File: src/verilog/mipsConsts.svh
`ifndef MIPS_CONSTS_SVH
`define MIPS_CONSTS_SVH

`define WORD_W 32 // Data and instruction word
`define ADDR_W 12 // Byte address into either memory
`define REG_W 5 // 32 architectural registers

// Primary opcodes, R-format uses opcode zero
`define OP_ADDI 6'h08
`define OP_BEQ 6'h04
`define OP_BNE 6'h05
`define OP_LW 6'h23
`define OP_SW 6'h2b

`define FN_ADD 6'h20 // R-format add

`define PC_RESET 12'h000 // First fetch address
`define PC_STEP 12'd4 // One word per fetch

`endif

File: src/verilog/isaPkg.sv
`default_nettype none
`include "mipsConsts.svh"

package isaPkg;

  // Data value, also the raw instruction word
  typedef logic [`WORD_W-1:0] word_t;

  // Byte address, low two bits zero for word accesses
  typedef logic [`ADDR_W-1:0] addr_t;

  typedef logic [`REG_W-1:0] regIdx_t; // Register number

  typedef logic [5:0] opcode_t; // Bits 31 to 26
  typedef logic [5:0] funct_t; // R-format bits 5 to 0

  typedef logic [15:0] imm_t; // I-format immediate before extension

endpackage

`default_nettype wire

File: src/verilog/pipePkg.sv
`default_nettype none
`include "mipsConsts.svh"

package pipePkg;
  import isaPkg::*;

  typedef struct packed {
    logic valid;
    word_t instr; // Fetched word
    addr_t pc; // Its address
  } ifId_t;

  typedef struct packed {
    logic valid;
    logic isAdd;
    logic isAddi;
    logic isBeq;
    logic isBne;
    logic isLw;
    logic isSw;
    regIdx_t rs;
    regIdx_t rt;
    regIdx_t dest; // Zero when nothing is written
    word_t rsVal; // Register file read, write-through applied
    word_t rtVal;
    word_t immExt; // Sign-extended immediate
    addr_t target; // Branch target, PC plus 4 plus offset
  } idEx_t;

  typedef struct packed {
    logic valid;
    logic isLw;
    logic isSw;
    regIdx_t dest; // Zero means no write
    word_t result; // ALU sum or memory address
    word_t storeData;
  } exMem_t;

  typedef struct packed {
    logic valid;
    logic isLw; // Pick the data port instead of result
    regIdx_t dest;
    word_t result;
  } memWb_t;

  // Architectural write and the last forwarding source
  typedef struct packed {
    logic valid;
    regIdx_t dest;
    word_t value;
  } wbBus_t;

  typedef struct packed {
    logic taken; // Branch in EX is taken
    addr_t target;
  } redirect_t;

endpackage

`default_nettype wire

File: src/verilog/decodeStage.sv
`timescale 1ns/1ps
`default_nettype none
`include "mipsConsts.svh"

module decodeStage (
  input wire CLK,
  input wire RST_X,
  input wire stall,
  input wire pipePkg::ifId_t ifId,
  input wire pipePkg::redirect_t redirect,
  input wire pipePkg::wbBus_t wb,
  output logic hold,
  output pipePkg::idEx_t idEx
);
  import isaPkg::*;

  opcode_t opcode;
  funct_t funct;
  regIdx_t rs;
  regIdx_t rt;
  regIdx_t rd; // R-format only
  regIdx_t dest;
  imm_t imm;
  word_t immExt;
  word_t rsVal;
  word_t rtVal;
  addr_t target;
  logic isAdd;
  logic isAddi;
  logic isBeq;
  logic isBne;
  logic isLw;
  logic isSw;
  logic known; // One of the six supported words
  logic usesRt; // rt is a source, not a dest

  assign opcode = ifId.instr[31:26];
  assign rs = ifId.instr[25:21];
  assign rt = ifId.instr[20:16];
  assign rd = ifId.instr[15:11];
  assign imm = ifId.instr[15:0];
  assign funct = ifId.instr[5:0];

  assign isAdd = (opcode == '0) && (funct == `FN_ADD);
  assign isAddi = opcode == `OP_ADDI;
  assign isBeq = opcode == `OP_BEQ;
  assign isBne = opcode == `OP_BNE;
  assign isLw = opcode == `OP_LW;
  assign isSw = opcode == `OP_SW;
  assign known = isAdd || isAddi || isBeq || isBne || isLw || isSw; // Anything else is a bubble
  assign usesRt = isAdd || isBeq || isBne || isSw;

  always_comb begin
    if (isAdd) begin
      dest = rd;
    end else if (isAddi || isLw) begin
      dest = rt;
    end else begin
      dest = '0; // Branches and stores write nothing
    end
  end

  assign immExt = {{(`WORD_W - 16){imm[15]}}, imm};
  assign target = ifId.pc + `PC_STEP + {immExt[`ADDR_W-3:0], 2'b00}; // Word offset from PC plus 4

  regFile i_regFile (
    .CLK(CLK),
    .rsIdx(rs),
    .rtIdx(rt),
    .rsVal(rsVal),
    .rtVal(rtVal),
    .wb(wb),
    .stall(stall)
  );

  // Load in EX feeds this word, its data is not ready until WB
  assign hold = ifId.valid && known && idEx.valid && idEx.isLw && (idEx.dest != '0)
    && ((rs == idEx.dest) || (usesRt && (rt == idEx.dest)));

  always_ff @(posedge CLK) begin
    if (!RST_X) begin
      idEx.valid <= 1'b0;
    end else if (!stall) begin
      idEx.valid <= ifId.valid && known && !hold && !redirect.taken; // Bubble on hold or flush
    end
    if (!stall) begin
      idEx.isAdd <= isAdd;
      idEx.isAddi <= isAddi;
      idEx.isBeq <= isBeq;
      idEx.isBne <= isBne;
      idEx.isLw <= isLw;
      idEx.isSw <= isSw;
      idEx.rs <= rs;
      idEx.rt <= rt;
      idEx.dest <= dest;
      idEx.rsVal <= rsVal;
      idEx.rtVal <= rtVal;
      idEx.immExt <= immExt;
      idEx.target <= target;
    end
  end

endmodule

`default_nettype wire

File: src/verilog/executeStage.sv
`timescale 1ns/1ps
`default_nettype none

module executeStage (
  input wire CLK,
  input wire RST_X,
  input wire stall,
  input wire pipePkg::idEx_t idEx,
  input wire pipePkg::wbBus_t wb,
  output pipePkg::redirect_t redirect,
  output pipePkg::exMem_t exMem
);
  import isaPkg::*;
  import pipePkg::*;

  word_t rsFwd;
  word_t rtFwd;
  word_t opB; // Second adder input
  word_t sum;
  logic useImm;
  logic writes; // Instruction has a register result
  logic taken;

  // Newest producer first, a load in MEM is covered by the ID hold
  function automatic word_t forward(regIdx_t src, word_t decoded, exMem_t mem, wbBus_t back);
    if (mem.valid && !mem.isLw && (mem.dest != '0) && (mem.dest == src)) begin
      return mem.result;
    end else if (back.valid && (back.dest != '0) && (back.dest == src)) begin
      return back.value;
    end else begin
      return decoded;
    end
  endfunction

  assign rsFwd = forward(idEx.rs, idEx.rsVal, exMem, wb);
  assign rtFwd = forward(idEx.rt, idEx.rtVal, exMem, wb);

  assign useImm = idEx.isAddi || idEx.isLw || idEx.isSw;
  assign opB = useImm ? idEx.immExt : rtFwd;
  assign sum = rsFwd + opB; // Also the load and store address

  assign taken = idEx.valid
    && ((idEx.isBeq && (rsFwd == rtFwd)) || (idEx.isBne && (rsFwd != rtFwd)));
  assign redirect = '{taken: taken, target: idEx.target}; // Not-taken is the prediction

  assign writes = idEx.valid && (idEx.isAdd || idEx.isAddi || idEx.isLw);

  always_ff @(posedge CLK) begin
    if (!RST_X) begin
      exMem.valid <= 1'b0;
    end else if (!stall) begin
      exMem.valid <= idEx.valid;
    end
    if (!stall) begin
      exMem.isLw <= idEx.isLw;
      exMem.isSw <= idEx.isSw;
      exMem.dest <= writes ? idEx.dest : '0;
      exMem.result <= sum;
      exMem.storeData <= rtFwd; // Forwarded, so a just-written value is stored
    end
  end

endmodule

`default_nettype wire

File: src/verilog/fetchStage.sv
`timescale 1ns/1ps
`default_nettype none
`include "mipsConsts.svh"

module fetchStage (
  input wire CLK,
  input wire RST_X,
  input wire stall,
  input wire hold,
  input wire pipePkg::redirect_t redirect,
  output isaPkg::addr_t iAddr,
  input wire isaPkg::word_t iData,
  output pipePkg::ifId_t ifId
);
  import isaPkg::*;

  addr_t pc; // Address fetched this cycle
  addr_t nextPc;

  assign iAddr = pc; // Memory answers in the same cycle

  always_comb begin
    if (redirect.taken) begin
      nextPc = redirect.target; // Taken branch from EX wins
    end else if (hold) begin
      nextPc = pc; // Refetch behind the load bubble
    end else begin
      nextPc = pc + `PC_STEP;
    end
  end

  always_ff @(posedge CLK) begin
    if (!RST_X) begin
      pc <= `PC_RESET;
      ifId.valid <= 1'b0;
    end else if (!stall) begin
      pc <= nextPc;
      if (redirect.taken) begin
        ifId.valid <= 1'b0; // Squash wrong-path word
      end else if (!hold) begin
        ifId.valid <= 1'b1;
      end
    end
    if (!stall && !hold) begin
      ifId.instr <= iData;
      ifId.pc <= pc;
    end
  end

endmodule

`default_nettype wire

File: src/verilog/memStage.sv
`timescale 1ns/1ps
`default_nettype none

module memStage (
  input wire CLK,
  input wire RST_X,
  input wire stall,
  input wire pipePkg::exMem_t exMem,
  output isaPkg::addr_t dAddr,
  output isaPkg::word_t dWData,
  input wire isaPkg::word_t dRData,
  output logic dWrite,
  output logic dRead,
  output pipePkg::wbBus_t wb
);
  import isaPkg::*;
  import pipePkg::*;

  memWb_t memWb;

  assign dAddr = addr_t'(exMem.result); // Low bits of the sum
  assign dWData = exMem.storeData;
  assign dWrite = exMem.valid && exMem.isSw && !stall; // No strobe while frozen
  assign dRead = exMem.valid && exMem.isLw && !stall;

  always_ff @(posedge CLK) begin
    if (!RST_X) begin
      memWb.valid <= 1'b0;
    end else if (!stall) begin
      memWb.valid <= exMem.valid;
    end
    if (!stall) begin
      memWb.isLw <= exMem.isLw;
      memWb.dest <= exMem.dest;
      memWb.result <= exMem.result;
    end
  end

  // Load data is registered by the memory and shows up here
  assign wb = '{
    valid: memWb.valid,
    dest: memWb.dest,
    value: memWb.isLw ? dRData : memWb.result
  };

endmodule

`default_nettype wire

File: src/verilog/mipsCore.sv
`timescale 1ns/1ps
`default_nettype none

module mipsCore (
  input wire CLK,
  input wire RST_X,
  input wire stall,
  output isaPkg::addr_t iAddr,
  input wire isaPkg::word_t iData,
  output isaPkg::addr_t dAddr,
  output isaPkg::word_t dWData,
  input wire isaPkg::word_t dRData,
  output logic dWrite,
  output logic dRead
);
  import pipePkg::*;

  ifId_t ifId;
  idEx_t idEx;
  exMem_t exMem;
  wbBus_t wb; // To register file and EX forwarding
  redirect_t redirect; // From EX to IF and ID
  logic hold; // Load-use bubble request

  fetchStage i_fetchStage (
    .CLK(CLK),
    .RST_X(RST_X),
    .stall(stall),
    .hold(hold),
    .redirect(redirect),
    .iAddr(iAddr),
    .iData(iData),
    .ifId(ifId)
  );

  decodeStage i_decodeStage (
    .CLK(CLK),
    .RST_X(RST_X),
    .stall(stall),
    .ifId(ifId),
    .redirect(redirect),
    .wb(wb),
    .hold(hold),
    .idEx(idEx)
  );

  executeStage i_executeStage (
    .CLK(CLK),
    .RST_X(RST_X),
    .stall(stall),
    .idEx(idEx),
    .wb(wb),
    .redirect(redirect),
    .exMem(exMem)
  );

  memStage i_memStage (
    .CLK(CLK),
    .RST_X(RST_X),
    .stall(stall),
    .exMem(exMem),
    .dAddr(dAddr),
    .dWData(dWData),
    .dRData(dRData),
    .dWrite(dWrite),
    .dRead(dRead),
    .wb(wb)
  );

endmodule

`default_nettype wire

File: src/verilog/regFile.sv
`timescale 1ns/1ps
`default_nettype none

module regFile (
  input wire CLK,
  input wire isaPkg::regIdx_t rsIdx,
  input wire isaPkg::regIdx_t rtIdx,
  output isaPkg::word_t rsVal,
  output isaPkg::word_t rtVal,
  input wire pipePkg::wbBus_t wb,
  input wire stall
);
  import isaPkg::*;

  word_t regs [32]; // Entry 0 never written
  logic wrEn;
  logic rsHit; // WB writes the register being read
  logic rtHit;

  assign wrEn = wb.valid && (wb.dest != '0) && !stall; // Frozen WB must not write twice

  always_ff @(posedge CLK) begin
    if (wrEn) begin
      regs[wb.dest] <= wb.value;
    end
  end

  // Write-through so ID sees the value landing this cycle
  assign rsHit = wb.valid && (wb.dest != '0) && (wb.dest == rsIdx);
  assign rtHit = wb.valid && (wb.dest != '0) && (wb.dest == rtIdx);

  assign rsVal = (rsIdx == '0) ? '0 : (rsHit ? wb.value : regs[rsIdx]);
  assign rtVal = (rtIdx == '0) ? '0 : (rtHit ? wb.value : regs[rtIdx]);

endmodule

`default_nettype wire
File: config.mk
export PLATFORM = sky130hd
export DESIGN_NAME = mipsCore
export DESIGN_NICKNAME = d
export VERILOG_FILES = /design/src/verilog/isaPkg.sv /design/src/verilog/pipePkg.sv /design/src/verilog/decodeStage.sv /design/src/verilog/executeStage.sv /design/src/verilog/fetchStage.sv /design/src/verilog/memStage.sv /design/src/verilog/mipsCore.sv /design/src/verilog/regFile.sv
export VERILOG_INCLUDE_DIRS = /design/src /design/src/verilog
export SDC_FILE = /design/constraint.sdc
export NUM_CORES = 2
export LEC_CHECK = 0
export BUFFER_PORTS_ARGS = -buffer_cell sky130_fd_sc_hd__buf_2
export CAP_MARGIN = 20
export CELL_PAD_IN_SITES_DETAIL_PLACEMENT = 1
export CELL_PAD_IN_SITES_GLOBAL_PLACEMENT = 2
export CORE_ASPECT_RATIO = 0.8
export CORE_UTILIZATION = 53
export CTS_CLUSTER_SIZE = 16
export DETAILED_ROUTE_END_ITERATION = 16
export PLACE_DENSITY_LB_ADDON = 0.2
export SLEW_MARGIN = 40
export SYNTH_ARGS = -nofsm -noshare
export SYNTH_HDL_FRONTEND = slang
export SYNTH_SLANG_ARGS = --single-unit
File: constraint.sdc
create_clock -name CLK -period 26.3 [get_ports CLK]
set_clock_uncertainty 0.05 [all_clocks]
set_input_delay 5.26 -clock CLK [delete_from_list [all_inputs] [get_ports CLK]]
set_output_delay 5.26 -clock CLK [all_outputs]
set_load 0.05 [all_outputs]
Yosys cells after proc, flatten, opt, wreduce, memory -nomap -nowiden
Memories as Yosys holds them, arrays and structs flattened. A register that Yosys moved wholly into a read port is not among the register bits.
Index checks and enable logic that the tools add are counted.
Word-level totals
  RAM bits: 1024
  memory bits (read-only): 0
  register bits after elaboration: 218
  memories kept: 1
  bits in latches: 0
Memory list
  i_decodeStage.i_regFile.regs: depth 32, bits a word 32, read ports 2, clocked after Yosys merged registers in 2, write ports 1, RTL line regFile.sv:15  | word_t regs [32];
Operators by class
  $add $sub $neg: 4
  bitwise gates (word level): 1
  reductions and logical operators: 54
  shift-type cells: 0
  muxes and demuxes: 14
  equal/unequal tests: 15
  magnitude comparators: 0
  multiply operators: 0
  div/mod/pow operators: 0
Operators with widths (number)
  2-to-1 mux 32 bit: 6
  adder 32 bit: 1
  equality test 32 bit: 1
  inequality test 32 bit: 1
  equality test 5 bit: 6
  logical AND 1 bit: 26
  adder 12 x 3 -> 12 bit, second input constant: 2
  2-to-1 mux 12 bit: 2
  equality test 6 bit, second input constant: 3
  logical OR 1 bit: 15
  nonzero test 5 bit: 3
  adder 12 bit: 1
  equality test 6 x 3 -> 1 bit, second input constant: 2
  zero test 5 bit: 2
  2-to-1 mux 5 bit: 2
  equality test 6 x 4 -> 1 bit, second input constant: 1
  zero test 1 bit: 6
  zero test 6 bit: 1
  2-to-1 mux 1 bit: 4
  inequality test 2 x 1 -> 1 bit, second input constant: 1
  AND reduction 2 bit: 1
  inverter 1 bit: 1

Logic depth before layout (Yosys ltp)
  word-level depth: 15
  mapped depth: 20
  depth with buffers taken out: 18

Hierarchy
A second synthesis with hierarchy kept.
Unflattened totals
  cells, all modules: 3985
  area total of the unflattened synthesis: 63424.6 um^2
Modules (own cells, without submodules)
  regFile: cells an instance 2669, instances 1, sequential area each 30749.5 um^2, area each 48067.4 um^2
  executeStage: cells an instance 825, instances 1, sequential area each 2152.1 um^2, area each 6906.6 um^2
  decodeStage: cells an instance 234, instances 1, sequential area each 3413.3 um^2, area each 4320.4 um^2
  memStage: cells an instance 130, instances 1, sequential area each 1161.1 um^2, area each 2113.3 um^2
  fetchStage: cells an instance 127, instances 1, sequential area each 1581.5 um^2, area each 2016.9 um^2

Worst setup path before layout
No wires, ideal clock.
  kind: input port to output port
  from: in stall
  to: out dWrite
  stages on the path: 3
  slack: 10245 ps
  data arrival time: 10745 ps
  buffers on the path: 1
  cell sequence: clkbuf_1 -> inv_1 -> and3_1
Between the ends
  word-level cells in the longest chain between the ends: 2
RTL lines
  start, declared: RTL line mipsCore.sv:7  | input wire stall,
  zero test 1 bit: RTL line memStage.sv:23  | assign dWrite = exMem.valid && exMem.isSw && !stall;
  logical AND 1 bit: RTL line memStage.sv:23
  end, declared: RTL line mipsCore.sv:13  | output logic dWrite,
No other way between the ends.

Worst setup path after layout
Same ends and word-level chain as after synthesis.

==> impl_metrics.py <==
metrics = {
    "outcome": {
        "status": "finished clean",
    },
    "clocking": {
        "postCtsSetupBuffers": 0,
        "clk_pin_slew_ps": 60,
        "cts_made_buffers": 136,
        "clock-root-buffer": "clkbuf_16",
        "clk_path_buf_depth": 3,
        "cts_resized": 0,
        "cts_tree": "yes",
        "h-tree-depth": 4,
        "insertion_delay_ps": 800,
        "cts.sinks": 1306,
        "holdBufCountCts": 0,
    },
    "critical_path": {
        "crit_top_cell": "buf_2",
        "crit_arrival_ps": 6430,
        "start_kind": "primary input",
        "criticalPathCategory": "in -> out",
        "crit_start": "stall",
        "cpMaxStageDelayCell": "inv_8",
        "r2r_cells": 20,
        "crit_fanout": 80,
        "r2r_start": "i_executeStage.exMem[64]$_SDFFCE_PN0N_",
        "critPathRequiredTime_ps": 20990,
        "max_stage_delay_ps": 430,
        "cp-end-kind": "output pin",
        "crit_chain": "buf_2 > inv_8 > and3_1 > buf_2",
    },
    "worst_hold_path": {
        "min_from": "i_fetchStage.ifId[0]$_DFFE_PP_",
        "hold_depth": 0,
        "hold_path_class": "reg -> reg",
    },
    "die": {
        "rows": 112,
        "start_util_pct": 53.6,
        "die_area_um2": 119000,
        "io_pins": 125,
        "die_w_um": 386,
        "core_um2": 117000,
        "die_height_um": 309,
    },
    "final_layout": {
        "syn2layout_area_growth_pct": 11.2,
        "seq_area_um2": 39100,
        "multi_input_area_um2": 22400,
        "drive_above_1_share_pct": 31.8,
        "antenna_cells": 0,
        "nets": 3704,
        "fillers": 10100,
    },
    "global_route": {
        "grt_max_degree": 108,
        "antenna_found_initial": 4,
        "grt_pass1_vias": 38200,
        "track_usage_pct": 32.8,
        "grt_pass1_wl_um": 276000,
        "overflow": 0,
    },
    "sta": {
        "period_share_pct": 44.7,
        "tns_ps": 0,
        "worst_slack_ps": 14560,
        "setup_viol": 0,
        "worst_pin_slew_ps": 918,
        "rsz0062_at_grt": "no",
        "relSlewSlack_pct": 38.8,
        "slew_violations": 0,
        "fmax_ghz": 0.0851,
        "hold_viol": 0,
        "min_period_ps": 11740,
    },
    "logic_synthesis": {
        "netlist.area_leader.share_pct": 61.9,
        "async_reset_ff_share_pct": 0,
        "synth-edff-count": 1290,
        "avgSynthCellArea_um2": 17.9,
        "yosysMostFrequentCell": "edfxtp_1",
        "synthTopCellsByCount": "1,290 x edfxtp_1, 548 x mux4_2, 169 x clkbuf_1",
        "syn_inst": 3499,
        "ys_ff_latch": 1306,
        "ys_top_cells_by_area": "edfxtp_1 62%, mux4_2 20%, mux2i_1 2.5%",
        "synthDistinctLibCells": 65,
        "synth_warnings": 0,
        "synth_area_um2": 62600,
        "ys_seq_area_share_pct": 62.4,
        "synth_top_area_cell": "edfxtp_1",
        "synth_top_flop_cell": "edfxtp_1",
    },
    "detailed_routing": {
        "dr.pass1.iters": 5,
        "num_vias": 37100,
        "drt_iter0_markers": 4702,
        "via_per_inst": 7.10,
        "ant_nets": 0,
        "post_drt_wl_per_cell_um": 37.0,
        "drc_errors": 0,
        "drt-total-wl_um": 193000,
    },
    "power_and_ir_drop": {
        "p_per_area_nw_per_um2": 72.3,
        "leakage_nw": 22.6,
        "peakVddDrop_mv": 0.0677,
        "total_power_mw": 5.03,
    },
    "run": {
        "drv_cap": 0,
    },
    "placement": {
        "port_buffers": 124,
        "dpl_worst_slack_ps": 14570,
        "dpl.hpwl_um": 116000,
        "gp_congestion": 0.895,
    },
}
## layout by cell type (no fill, tap or decap), types with 34 or more instances in the layout
master,count
inv_1,34
xor2_1,60
xnor2_1,45
nor3_1,77
o22ai_1,39
mux4_2,548
mux2i_1,156
ha_1,49
nand2_1,43
a21oi_1,139
buf_4,62
a211oi_1,42
nor2_1,118
buf_2,124
nand4_1,71
edfxtp_1,1290
clkbuf_16,138
mux2_2,94
## logic make-up (layout without fill, tap and decap cells)
family,count (synthesis),count (layout),share of synthesized area [%]
AOI/OAI and AO/OA,425,425,4.90
xor gates and xnor gates,107,107,1.52
adders and majority gates,51,51,1.04
buffers and inverters,356,513,2.56
DFF,1306,1306,62.4
muxes,802,802,24.0
other,1,32,0.00599
and+or+nand+nor,451,451,3.58
## layout make-up
class	instances	share of cell area, %
Sequential cell	1306	56.1
Multi-Input combinational cell	1868	32.2
Inverter	47	0.264
Timing Repair Buffer	227	2.54
Clock buffer	167	5.13
Tap cell	1539	2.77
Clock inverter	72	0.950
## report_power, final
| group | total, mW | switching, mW | internal [mW] | leakage (nW) |
|---|---|---|---|---|
| sequential | 2.45 | 0.0440 | 2.41 | 12.0 |
| clock | 1.88 | 0.832 | 1.05 | 2.07 |
| combinational | 0.698 | 0.440 | 0.258 | 8.53 |
| total | 5.03 | 1.32 | 3.71 | 22.6 |
## through the flow
stage	std cells	area, um2	util, %	hold slack [ps]
after floorplan	3530	62700	-	350
after global routing	5226	69600	59.5	386
final	5226	69600	59.5	376
after CTS	5220	69400	59.4	373
after global placement	4968	64900	55.5	353
after detailed placement	4981	65200	55.8	358
## sequential cells by signal, indices dropped and copies added, names as in the netlist
name                          count
i_decodeStage.i_regFile.regs   1024
i_decodeStage.idEx              114
i_executeStage.exMem             72
i_fetchStage.ifId                45
i_memStage.memWb                 33
i_fetchStage.iAddr               12
i_memStage.wb                     6
## worst max-delay path, delay by kind of cell
family | cells | cell delay (ps)
buffers and inverters | 3 | 870
AND/OR/NAND/NOR | 1 | 260
## final timing paths
kind / to / slack, ps
hold reg to reg: i_decodeStage.idEx[0]$_DFFE_PN_ / 380
setup / recovery: dWrite / 14560
hold / removal: i_decodeStage.idEx[0]$_DFFE_PN_ / 380
setup reg to reg: i_executeStage.exMem[62]$_DFFE_PN_ / 19010
## per-layer routing
layer / share of wire, % / global-route usage (%) / up-vias
met2: 47 / 50.3 / 2023
met4: 3.8 / 12.7 / 0
met3: 9.0 / 5.62 / 393
li1: - / - / 14800
met1: 40 / 47.5 / 19900
met5: 0 / 0 / -
No activity file was read; power rests on OpenSTA's default activity.
